$ cat config.mk
export PLATFORM = sky130hd
export DESIGN_NAME = odt_ctrl_top
export DESIGN_NICKNAME = d
export VERILOG_FILES = /design/src/hw/odt_pkg.sv /design/src/hw/odt_ctrl_top.sv /design/src/hw/odt_rank_map.sv /design/src/hw/odt_window_gen.sv
export VERILOG_INCLUDE_DIRS = /design/src /design/src/hw
export SDC_FILE = /design/constraint.sdc
export NUM_CORES = 1
export LEC_CHECK = 0
export ABC_AREA = 1
export BUFFER_PORTS_ARGS = -buffer_cell sky130_fd_sc_hd__buf_4
export CAP_MARGIN = 20
export CELL_PAD_IN_SITES_DETAIL_PLACEMENT = 1
export CELL_PAD_IN_SITES_GLOBAL_PLACEMENT = 2
export CORE_UTILIZATION = 39
export CTS_CLUSTER_DIAMETER = 80
export DETAILED_ROUTE_END_ITERATION = 16
export PLACE_DENSITY_LB_ADDON = 0.1
export SYNTH_ARGS = -nofsm -noshare
export SYNTH_HDL_FRONTEND = slang
export SYNTH_SLANG_ARGS = --single-unit
$ cat constraint.sdc
create_clock -name ctl_clk -period 1.5 [get_ports ctl_clk]
set_clock_uncertainty 0.1 [all_clocks]
set_input_delay 0.225 -clock ctl_clk [delete_from_list [all_inputs] [get_ports ctl_clk]]
set_output_delay 0.225 -clock ctl_clk [all_outputs]
set_load 0.01 [all_outputs]
$ cat src/hw/odt_macros.svh
// DDR3 ODT constants; rank count must be a multiple of the 4-rank group, latencies 2 to 15 only
`ifndef ODT_MACROS_SVH
`define ODT_MACROS_SVH

////////////////////////////////////////
// rank layout
////////////////////////////////////////

// chip selects and ODT pins, two dual-rank DIMMs per group
`define ODT_NUM_RANKS 4

// ranks per two-DIMM group, partner rank sits half a group away
`define ODT_GROUP 4

////////////////////////////////////////
// timing
////////////////////////////////////////

`define ODT_PULSE_CYCLES 6   // termination window length in controller cycles

// legal CAS latency and CAS write latency range
`define ODT_LAT_MIN 2
`define ODT_LAT_MAX 15

`define ODT_LAT_W 4          // latency field width, must hold ODT_LAT_MAX

`endif

$ cat src/hw/odt_pkg.sv
// shared ODT types; widths come from odt_macros.svh and no other setting changes them
`include "odt_macros.svh"

package odt_pkg;

    ////////////////////////////////////////
    // rank vectors
    ////////////////////////////////////////

    // one bit per chip select, also one bit per ODT pin
    typedef logic [`ODT_NUM_RANKS-1:0] rank_mask_t;

    ////////////////////////////////////////
    // latency
    ////////////////////////////////////////

    // unsigned latency in controller cycles, tcl or cwl
    typedef logic [`ODT_LAT_W-1:0] lat_t;

    ////////////////////////////////////////
    // command kind
    ////////////////////////////////////////

    // registered command as seen by the rank mapper
    typedef enum logic [1:0]
    {
        cmd_idle  = 2'd0,
        cmd_write = 2'd1,
        cmd_read  = 2'd2
    } cmd_e;

endpackage

$ cat src/hw/odt_ctrl_top.sv
// DDR3 ODT generator top, full-rate output only; command strobes are accepted without back-pressure
`timescale 1ns/10ps
`include "odt_macros.svh"

module odt_ctrl_top
(
    input  logic                     ctl_clk,
    input  logic                     ctl_reset_n,
    input  odt_pkg::lat_t            mem_tcl,
    input  odt_pkg::lat_t            mem_cas_wr_lat,
    input  logic                     do_write,
    input  logic                     do_read,
    input  odt_pkg::rank_mask_t      to_chip,
    output wire odt_pkg::rank_mask_t afi_odt     // one pin per rank
);

    odt_pkg::rank_mask_t write_to_rank;
    odt_pkg::rank_mask_t read_to_rank;

    ////////////////////////////////////////
    // command to rank mapping
    ////////////////////////////////////////

    odt_rank_map u_rank_map
    (
        .ctl_clk       (ctl_clk),
        .ctl_reset_n   (ctl_reset_n),
        .do_write      (do_write),
        .do_read       (do_read),
        .to_chip       (to_chip),
        .write_to_rank (write_to_rank),
        .read_to_rank  (read_to_rank)
    );

    ////////////////////////////////////////
    // per-rank windows
    ////////////////////////////////////////

    for (genvar k = 0; k < `ODT_NUM_RANKS; k++)
    begin : g_rank
        odt_window_gen u_window_gen
        (
            .ctl_clk        (ctl_clk),
            .ctl_reset_n    (ctl_reset_n),
            .mem_tcl        (mem_tcl),
            .mem_cas_wr_lat (mem_cas_wr_lat),
            .write_start    (write_to_rank[k]),
            .read_start     (read_to_rank[k]),
            .odt            (afi_odt[k])
        );
    end

endmodule

$ cat src/hw/odt_rank_map.sv
// maps a registered DDR3 read or write to terminating ranks; assumes dual-rank DIMMs in groups of 4
`timescale 1ns/10ps
`include "odt_macros.svh"

module odt_rank_map
(
    input  logic                ctl_clk,
    input  logic                ctl_reset_n,
    input  logic                do_write,       // single-cycle strobe
    input  logic                do_read,        // single-cycle strobe
    input  odt_pkg::rank_mask_t to_chip,        // one-hot, or all ones for a write
    output odt_pkg::rank_mask_t write_to_rank,  // ranks to terminate for a write
    output odt_pkg::rank_mask_t read_to_rank    // ranks to terminate for a read
);

    localparam int NUM_GROUPS = `ODT_NUM_RANKS / `ODT_GROUP;
    localparam int HALF_GROUP = `ODT_GROUP / 2;

    odt_pkg::cmd_e       cmd_d;
    odt_pkg::cmd_e       cmd_q;
    odt_pkg::rank_mask_t chip_q;
    odt_pkg::rank_mask_t partner_mask;

    // same-position rank on the other DIMM of the group
    // 0 <-> 2 and 1 <-> 3 within every group of four
    function automatic odt_pkg::rank_mask_t partner_of(input odt_pkg::rank_mask_t chips);
        odt_pkg::rank_mask_t swapped;
        swapped = '0;
        for (int g = 0; g < NUM_GROUPS; g++)
        begin
            for (int j = 0; j < `ODT_GROUP; j++)
            begin
                swapped[g*`ODT_GROUP + ((j + HALF_GROUP) % `ODT_GROUP)] =
                    chips[g*`ODT_GROUP + j];
            end
        end
        return swapped;
    endfunction

    ////////////////////////////////////////
    // command register
    ////////////////////////////////////////

    always_comb
    begin
        if (do_write)
            cmd_d = odt_pkg::cmd_write;
        else if (do_read)
            cmd_d = odt_pkg::cmd_read;
        else
            cmd_d = odt_pkg::cmd_idle;
    end

    always_ff @(posedge ctl_clk or negedge ctl_reset_n)
    begin
        if (!ctl_reset_n)
            cmd_q <= odt_pkg::cmd_idle;
        else
            cmd_q <= cmd_d;
    end

    // addressed chips of the last accepted command
    always_ff @(posedge ctl_clk)
    begin
        if (do_write || do_read)
            chip_q <= to_chip;
    end

    ////////////////////////////////////////
    // termination masks
    ////////////////////////////////////////

    assign partner_mask = partner_of(chip_q);

    // a write terminates the addressed rank and its partner, so all ones stays all ones
    // a read terminates only the partner because the addressed rank drives the bus
    always_comb
    begin
        write_to_rank = '0;
        read_to_rank  = '0;
        case (cmd_q)
            odt_pkg::cmd_write: write_to_rank = chip_q | partner_mask;
            odt_pkg::cmd_read:  read_to_rank  = partner_mask;
            default:            ;               // nothing terminates while idle
        endcase
    end

    ////////////////////////////////////////
    // command contract checks
    ////////////////////////////////////////

    // the controller issues at most one command per cycle
    assert property (@(posedge ctl_clk) disable iff (!ctl_reset_n)
        !(do_write && do_read))
    else $error("odt_rank_map: read and write strobed together");

    // a read addresses exactly one rank
    assert property (@(posedge ctl_clk) disable iff (!ctl_reset_n)
        do_read |-> $onehot(to_chip))
    else $error("odt_rank_map: read chip vector not one-hot");

    // a write addresses one rank or broadcasts to all of them
    assert property (@(posedge ctl_clk) disable iff (!ctl_reset_n)
        do_write |-> ($onehot(to_chip) || (&to_chip)))
    else $error("odt_rank_map: write chip vector neither one-hot nor all ones");

endmodule

$ cat src/hw/odt_window_gen.sv
// one ODT pin; latencies must stay within 2..15 and only change while no window is pending
`timescale 1ns/10ps
`include "odt_macros.svh"

module odt_window_gen
(
    input  logic          ctl_clk,
    input  logic          ctl_reset_n,
    input  odt_pkg::lat_t mem_tcl,          // CAS latency, places read windows
    input  odt_pkg::lat_t mem_cas_wr_lat,   // CAS write latency, places write windows
    input  logic          write_start,      // one cycle after the write is sampled
    input  logic          read_start,       // one cycle after the read is sampled
    output logic          odt
);

    localparam int CNT_W = $clog2(`ODT_PULSE_CYCLES + 1);

    logic [`ODT_LAT_MAX-1:0] wr_shift;      // write delay line
    logic [`ODT_LAT_MAX-1:0] rd_shift;      // read delay line
    logic [`ODT_LAT_MAX:0]   wr_chain;      // start plus every delayed copy
    logic [`ODT_LAT_MAX:0]   rd_chain;
    odt_pkg::lat_t           wr_tap_sel;
    odt_pkg::lat_t           rd_tap_sel;
    logic                    wr_tap;
    logic                    rd_tap;
    logic                    load;
    logic [CNT_W-1:0]        pulse_cnt;
    logic [CNT_W-1:0]        pulse_cnt_nxt;

    ////////////////////////////////////////
    // latency delay lines
    ////////////////////////////////////////

    always_ff @(posedge ctl_clk or negedge ctl_reset_n)
    begin
        if (!ctl_reset_n)
        begin
            wr_shift <= '0;
            rd_shift <= '0;
        end
        else
        begin
            wr_shift <= {wr_shift[`ODT_LAT_MAX-2:0], write_start};
            rd_shift <= {rd_shift[`ODT_LAT_MAX-2:0], read_start};
        end
    end

    assign wr_chain = {wr_shift, write_start};
    assign rd_chain = {rd_shift, read_start};

    // L-2 stages; one cycle is spent in the mapper and one loading the counter
    assign wr_tap_sel = mem_cas_wr_lat - odt_pkg::lat_t'(2);
    assign rd_tap_sel = mem_tcl - odt_pkg::lat_t'(2);

    assign wr_tap = wr_chain[wr_tap_sel];
    assign rd_tap = rd_chain[rd_tap_sel];
    assign load   = wr_tap | rd_tap;

    ////////////////////////////////////////
    // pulse counter
    ////////////////////////////////////////

    // a new start reloads the count, so overlapping windows merge
    always_comb
    begin
        if (load)
            pulse_cnt_nxt = CNT_W'(`ODT_PULSE_CYCLES);
        else if (pulse_cnt != '0)
            pulse_cnt_nxt = pulse_cnt - 1'b1;
        else
            pulse_cnt_nxt = '0;
    end

    always_ff @(posedge ctl_clk or negedge ctl_reset_n)
    begin
        if (!ctl_reset_n)
        begin
            pulse_cnt <= '0;
            odt       <= 1'b0;
        end
        else
        begin
            pulse_cnt <= pulse_cnt_nxt;
            odt       <= (pulse_cnt_nxt != '0);   // flopped, drives the pin cleanly
        end
    end

    ////////////////////////////////////////
    // checks
    ////////////////////////////////////////

    // out-of-range latencies would tap a wrapped index
    assert property (@(posedge ctl_clk) disable iff (!ctl_reset_n)
        (mem_tcl >= `ODT_LAT_MIN) && (mem_tcl <= `ODT_LAT_MAX) &&
        (mem_cas_wr_lat >= `ODT_LAT_MIN) && (mem_cas_wr_lat <= `ODT_LAT_MAX))
    else $error("odt_window_gen: latency setting out of range");

    // without a fresh start the window closes after the pulse length
    assert property (@(posedge ctl_clk) disable iff (!ctl_reset_n)
        (!load) [*`ODT_PULSE_CYCLES] |=> !odt)
    else $error("odt_window_gen: odt held past the termination window");

endmodule

==> run summary, run 1 <==
### Yosys
• **largest family of logic cells by synthesized area** simple AND/OR/NAND/NOR gates
• **most instantiated library cell after synthesis** sky130_fd_sc_hd__nand2_1
• **average cell area after synthesis** 9.53 µm²
• **ranking of synthesized cells by area** sky130_fd_sc_hd__dfrtp_1 (62%), sky130_fd_sc_hd__nand2_1 (10%), sky130_fd_sc_hd__nand3_1 (7.1%), sky130_fd_sc_hd__inv_1 (6.3%), sky130_fd_sc_hd__edfxtp_1 (2.8%)
• **top-area cell type share of the netlist area** 0.620
• **synthesized-area fraction occupied by ao, oa, aoi and oai cells** 0.0253
• **Yosys reg bits** 112
• **post-synthesis share of cell area spent on and, or, nand and nor gates** 0.224
• **cell type with the largest total area after synthesis** sky130_fd_sc_hd__dfrtp_1
• **Synth Cell Area** 4360 µm²
• **multiplexer share of the synthesized area** 0
• **register area share after synthesis** 0.648
• **net count after synthesis** 475
• **number of enable-type register cells in the synthesized netlist** 4
• **cell count after synthesis** 457
• **YS warnings** 0
• **main flop type after synthesis** sky130_fd_sc_hd__dfrtp_1
• **ranking of synthesized cells by instance count** sky130_fd_sc_hd__nand2_1 (120), sky130_fd_sc_hd__dfrtp_1 (108), sky130_fd_sc_hd__inv_1 (73)
• **Yosys cell types** 22
• **synthesized-area fraction occupied by xor and xnor cells** 0.00402
• **post-synthesis share of cell area spent on full adders, half adders and majority gates** 0.00574
• **share of async-settable or async-resettable flops after synthesis** 0.964

### Timing
• **normalized max-slew margin** 0.794
• **final slew viol count** 0
• **Achievable Freq** 0.728 GHz
• **number of setup violations in the final report** 0
• **Hold Fails Final Rpt** 0
• **crit path setup slack, layout** 0.126 ns
• **part of the cycle the worst path needs** 0.916
• **worst-margin pin slew** 0.309 ns
• **Final min period** 1.37 ns
• **setup tns final** 0 ns

### Power and ir drop
• **leakage component of the power** 2.59 nW
• **largest vdd supply drop** 0.777 mV
• **pwr/cell area** 1210 nW/µm²

### Worst setup path
• **largest incremental delay on the critical path** 0.38 ns
• **family with the most delay on the worst path** simple AND/OR/NAND/NOR gates
• **Crit path top cell by count** sky130_fd_sc_hd__nand2_1
• **signal arrival time at the worst endpoint** 1.55 ns
• **critical path startpoint category** register
• **worst reg2reg endpoint** g_rank[3].u_window_gen.pulse_cnt[2]
• **logic depth of the worst register-to-register path** 10
• **kind of end point of the critical path** register
• **CP Cell Sequence** inv_2, nor2_1, nand2_1, nand2_1, nand2_1, nand2_1, nand3_1, nand2_4, nor2_4, nand2_1
• **startpoint of the lowest-slack register-to-register path** u_rank_map.cmd_q[0]
• **highest fanout seen on the critical path** 5
• **required time worst endpoint** 1.67 ns
• **Max stage delay cell, worst path** sky130_fd_sc_hd__dfrtp_1
• **critical setup path kind** register to register
• **Crit path buffers/inverters** 1
• **FF-to-FF setup slack** 0.13 ns

### Drt
• **1st-pass router iterations** 4
• **Remaining DRCs** 0
• **number of vias in the routed layout** 3022
• **vias per inst** 4.71
• **detailed-route wire length** 9.17 mm
• **number of DRC violations after detailed-routing iteration 0** 81
• **post-route ant nets** 0
• **average wire per standard cell** 14.3 µm

### Floorplan
• **total die area** 11600 µm²
• **initial cell density of the core** 0.402
• **# IOs** 20
• **Core Region** 10800 µm²
• **floorplan die width** 108 µm
• **Die Ht** 108 µm
• **number of core rows** 38

### Placement
• **routability congestion estimate from global placement** 0.700
• **setup slack after placement** -0.193 ns
• **placed inst area** 4790 µm²
• **IO Port Bufs** 19
• **final HPWL from detailed placement** 6.55 mm

### CTS
• **TritonCTS clock tree** done
• **clock transition at the registers of the reported paths** 0.11 ns
• **Clock Tree Buf Depth** 2
• **cell at the root of the clock tree** sky130_fd_sc_hd__clkbuf_8
• **number of buffers added by the clock tree synthesis step** 9
• **number of levels the H-tree was split into** 3
• **clock sinks** 112
• **Clock Latency Late Sink** 0.39 ns

### Layout
• **net count of the finished layout** 515
• **number of diodes** 0
• **Area Growth Syn to Fin** 17.4%
• **share of cells above drive strength 1** 0.151
• **final instance area** 5120 µm²

### Global route
• **total routing usage reported by global routing** 0.186
• **pin count of the biggest net entering global routing** 37
• **number of antenna violations at the first check in global routing** 0
• **wire length of the first global-routing pass** 16.1 mm
• **vias in the first global route** 3246
• **leftover overflow at the end of global routing** 0

### Min path
• **worst hold path type** primary input to asynchronous set/reset pin

### Status
• **result of the run** complete, no violations

### Run
• **number of max-capacitance violations reported** 0

[layer usage]
metal,global-route usage,vias to the layer above,wire [µm]
met4,0.0558,0,105
met5,0,-,0
met1,0.238,1504,4200
li1,-,1472,-
met3,0.0545,9,335
met2,0.304,37,4530
[worst max path at each step]
stage                                                endpoint                 from  slack (ns)  cells past startpoint
after floorplan                    g_rank[0].u_window_gen.odt           mem_tcl[1]        0.04                     10
after global placement             g_rank[2].u_window_gen.odt    mem_cas_wr_lat[1]       -0.16                      9
after detailed placement  g_rank[0].u_window_gen.pulse_cnt[1]    mem_cas_wr_lat[1]       -0.19                      9
after CTS                 g_rank[2].u_window_gen.pulse_cnt[2]  u_rank_map.cmd_q[0]       -0.02                     10
after global routing      g_rank[0].u_window_gen.pulse_cnt[1]  u_rank_map.cmd_q[0]      -0.003                     10
final                     g_rank[3].u_window_gen.pulse_cnt[2]  u_rank_map.cmd_q[0]        0.13                     10
[through the flow]
step / utilization / hold slack (ns) / total power [mW] / std cells
after floorplan: - / -0.171 / 4.01 / 457
after global placement: 0.442 / 0.0333 / 4.31 / 619
after detailed placement: 0.442 / 0.0319 / 4.35 / 619
after CTS: 0.468 / 0.141 / 6.28 / 642
after global routing: 0.472 / 0.158 / 6.58 / 642
final: 0.472 / 0.155 / 6.20 / 642
[sequential cells by signal, summed over array words and instances, names as in the netlist]
signal / cells
g_rank.u_window_gen.odt: 4
g_rank.u_window_gen.pulse_cnt: 12
g_rank.u_window_gen.rd_shift: 60
g_rank.u_window_gen.wr_shift: 30
u_rank_map.chip_q: 4
u_rank_map.cmd_q: 2
[power by group]
group          leakage [nW]  internal (mW)  switching [mW]  total (mW)
clock                 0.107          0.868           0.995        1.86
sequential             1.44           3.28           0.169        3.45
combinational          1.05          0.384           0.505       0.889
[area by class of cell]
class                   instances  area, µm²
well taps                     140        175
multi-input cells             253       1200
clock inverters                 4       52.6
repair buffers                 47        433
flip-flops and latches        112       2820
clock buffers                  12        155
inverters                      74        280
fillers                      1268       5720
[kinds of logic (layout without fill, tap and decap cells)]
family                   Yosys count  count (layout)
AO/OA/AOI/OAI                     22              22
XOR/XNOR                           2               2
adder cells (fa/ha/maj)            2               2
buffers and inverters             92             137
flip-flops                       112             112
AND/OR/NAND/NOR                  227             227
[placed cells by master (no fill, tap or decap), types with 4 or more instances in the layout]
master	netlist	layout
sky130_fd_sc_hd__dfrtp_1	108	108
sky130_fd_sc_hd__nand3_1	62	61
sky130_fd_sc_hd__buf_4	4	35
sky130_fd_sc_hd__or2_2	5	5
sky130_fd_sc_hd__o21ai_0	4	4
sky130_fd_sc_hd__buf_12	0	5
sky130_fd_sc_hd__inv_1	73	71
sky130_fd_sc_hd__nand2_1	120	117
sky130_fd_sc_hd__dlygate4sd3_1	0	7
sky130_fd_sc_hd__a21oi_1	10	10
sky130_fd_sc_hd__o21ai_1	8	8
sky130_fd_sc_hd__edfxtp_1	4	4
sky130_fd_sc_hd__clkbuf_8	0	11
sky130_fd_sc_hd__nor2_1	26	26
sky130_fd_sc_hd__nor3b_1	4	4
sky130_fd_sc_hd__nor2_4	0	4
[worst register-to-register path, stage by stage, from the launching register on]
cell                      delay (ns)
sky130_fd_sc_hd__dfrtp_1        0.38
sky130_fd_sc_hd__inv_2          0.08
sky130_fd_sc_hd__nor2_1         0.05
sky130_fd_sc_hd__nand2_1        0.08
sky130_fd_sc_hd__nand2_1        0.05
sky130_fd_sc_hd__nand2_1        0.06
sky130_fd_sc_hd__nand2_1        0.05
sky130_fd_sc_hd__nand3_1        0.11
sky130_fd_sc_hd__nand2_4        0.11
sky130_fd_sc_hd__nor2_4         0.14
sky130_fd_sc_hd__nand2_1        0.06
[what timing repair did]
action	4_1_cts	5_1_grt
hold buffers	7	0
buffers inserted	0	0
setup endpoints to repair	3	15
hold endpoints to repair	114	0
pin swaps	0	3
gates resized for setup	0	12
Power figures use the tool's default switching activity.
==> run 2: changes to the inputs <==
--- a/config.mk
+++ b/config.mk
@@ -14,7 +14,7 @@
 export CORE_UTILIZATION = 39
 export CTS_CLUSTER_DIAMETER = 80
 export DETAILED_ROUTE_END_ITERATION = 16
-export PLACE_DENSITY_LB_ADDON = 0.1
+export PLACE_DENSITY = 0.79
 export SYNTH_ARGS = -nofsm -noshare
 export SYNTH_HDL_FRONTEND = slang
 export SYNTH_SLANG_ARGS = --single-unit
==> run 2 against run 1 <==
Worst setup slack better by 0.017 ns; count of clock-buffer cells in the layout down 3; non-clock buffer count up 1; critical endpoint is now g_rank[0].u_window_gen.pulse_cnt[1]; routed wire length up 2.0%; worst hold slack better by 0.041 ns; sequential share of layout area down 0.11 points.
==> run summary, run 2 (synthesized netlist as in run 1, its figures left out) <==
### Placement
• **instance count after placement with tap cells included** 618
• **setup slack after placement** -0.105 ns
• **IO Port Bufs** 19
• **final HPWL from detailed placement** 6.65 mm
• **routability congestion estimate from global placement** 0.725

### Floorplan
• **initial cell density of the core** 0.402
• **total die area** 11600 µm²
• **floorplan die width** 108 µm
• **Die Ht** 108 µm
• **number of core rows** 38
• **Core Region** 10800 µm²
• **# IOs** 20

### Drt
• **number of vias in the routed layout** 3036
• **average wire per standard cell** 14.5 µm
• **vias per inst** 4.72
• **Remaining DRCs** 0
• **detailed-route wire length** 9.35 mm
• **number of DRC violations after detailed-routing iteration 0** 98
• **post-route ant nets** 0
• **1st-pass router iterations** 4

### CTS
• **cell at the root of the clock tree** sky130_fd_sc_hd__clkbuf_8
• **clock transition at the registers of the reported paths** 0.10 ns
• **number of levels the H-tree was split into** 3
• **TritonCTS clock tree** done
• **clock sinks** 112
• **number of buffers added by the clock tree synthesis step** 9
• **Clock Tree Buf Depth** 2
• **Clock Latency Late Sink** 0.38 ns

### Timing
• **Final Hold Slack** 0.196 ns
• **worst-margin pin slew** 0.379 ns
• **Final min period** 1.36 ns
• **Achievable Freq** 0.737 GHz
• **part of the cycle the worst path needs** 0.905
• **Hold Fails Final Rpt** 0
• **number of setup violations in the final report** 0
• **setup tns final** 0 ns
• **normalized max-slew margin** 0.747
• **final slew viol count** 0
• **crit path setup slack, layout** 0.143 ns

### Global route
• **leftover overflow at the end of global routing** 0
• **vias in the first global route** 3303
• **total routing usage reported by global routing** 0.189
• **pin count of the biggest net entering global routing** 33
• **wire length of the first global-routing pass** 16.4 mm
• **number of antenna violations at the first check in global routing** 0

### Layout
• **net count of the finished layout** 516
• **number of diodes** 0
• **number of flip-flops under the largest register name** 60
• **register name with the most flops** g_rank.u_window_gen.rd_shift
• **most frequent standard cell in the layout excluding fill and tap cells** sky130_fd_sc_hd__nand2_1
• **area taken by multi-input logic gates** 1220 µm²
• **number of inserted filler cells in the final layout** 1250
• **Area Growth Syn to Fin** 17.7%
• **final standard cell utilization of the core** 0.473
• **commonest cells after routing, fill and taps aside** sky130_fd_sc_hd__nand2_1 (114), sky130_fd_sc_hd__dfrtp_1 (107), sky130_fd_sc_hd__inv_1 (71), sky130_fd_sc_hd__nand3_1 (58), sky130_fd_sc_hd__buf_4 (34)
• **biggest regs** g_rank.u_window_gen.rd_shift x60, g_rank.u_window_gen.wr_shift x30, g_rank.u_window_gen.pulse_cnt x12
• **sequential cell area in the final layout** 2820 µm²
• **Final Non-Filler Cells** 643
• **share of cells above drive strength 1** 0.165

### Worst setup path
• **Max stage delay cell, worst path** sky130_fd_sc_hd__dfrtp_1
• **kind of end point of the critical path** register
• **family with the most delay on the worst path** simple AND/OR/NAND/NOR gates
• **critical path startpoint category** register
• **Crit path buffers/inverters** 1
• **startpoint of the lowest-slack register-to-register path** u_rank_map.cmd_q[0]
• **highest fanout seen on the critical path** 5
• **signal arrival time at the worst endpoint** 1.54 ns
• **worst reg2reg endpoint** g_rank[0].u_window_gen.pulse_cnt[1]
• **critical setup path kind** register to register
• **required time worst endpoint** 1.68 ns
• **Crit path top cell by count** sky130_fd_sc_hd__nand2_1
• **CP Cell Sequence** inv_2, nor2_2, nand2_2, nand2_1, nand2_1, nand2_1, nand3_2, nand2_4, nor2_4, nand2_1
• **largest incremental delay on the critical path** 0.38 ns
• **logic depth of the worst register-to-register path** 10
• **FF-to-FF setup slack** 0.14 ns

### Min path
• **worst hold path type** primary input to asynchronous set/reset pin

### Status
• **result of the run** complete, no violations

### Run
• **number of max-capacitance violations reported** 0

### Power and ir drop
• **largest vdd supply drop** 0.671 mV
• **pwr/cell area** 1160 nW/µm²
• **leakage component of the power** 2.58 nW

## run 2: how the worst max path moves through the flow
| stage | start | slack (ns) | endpoint | cells after the start |
|---|---|---|---|---|
| global route | u_rank_map.chip_q[0] | -0.004 | g_rank[0].u_window_gen.pulse_cnt[1] | 10 |
| detailed placement | mem_cas_wr_lat[1] | -0.10 | g_rank[0].u_window_gen.pulse_cnt[2] | 9 |
| global placement | mem_cas_wr_lat[1] | -0.05 | g_rank[2].u_window_gen.odt | 9 |
| finish | u_rank_map.cmd_q[0] | 0.14 | g_rank[0].u_window_gen.pulse_cnt[1] | 10 |
| CTS | u_rank_map.cmd_q[0] | 0.03 | g_rank[0].u_window_gen.pulse_cnt[2] | 10 |
| floorplan | mem_tcl[1] | 0.04 | g_rank[0].u_window_gen.odt | 10 |
## run 2: routing by layer
| metal | vias up | track usage | wire length (µm) |
|---|---|---|---|
| met1 | 1522 | 0.252 | 4350 |
| met3 | 7 | 0.0587 | 266 |
| li1 | 1478 | - | - |
| met5 | - | 0 | 0 |
| met4 | 0 | 0.0440 | 99 |
| met2 | 29 | 0.301 | 4630 |
## run 2: stage by stage
step	power (mW)	instance area, µm²
after CTS	6.00	5040
final	5.95	5130
after global routing	6.30	5130
after floorplan	4.01	4390
after detailed placement	4.38	4810
after global placement	4.31	4810
## run 2: what timing repair did
action | 4_1_cts | 5_1_grt
gates resized for setup | 0 | 20
endpoints found under the setup margin | 0 | 13
hold buffers | 7 | 0
hold endpoints to repair | 94 | 0
setup buffers | 0 | 2
## run 2: area by class of cell
type	count	share of cell area
clock inverters	7	0.00732
well taps	140	0.0342
repair buffers	48	0.0908
clock buffers	9	0.0242
flip-flops and latches	112	0.551
inverters	74	0.0546
multi-input cells	253	0.238
## run 2: power breakdown
part           leakage [nW]  internal, mW  switching, mW
Combinational          1.06         0.402          0.522
Clock                0.0819         0.588          0.980
Sequential             1.43          3.28          0.176
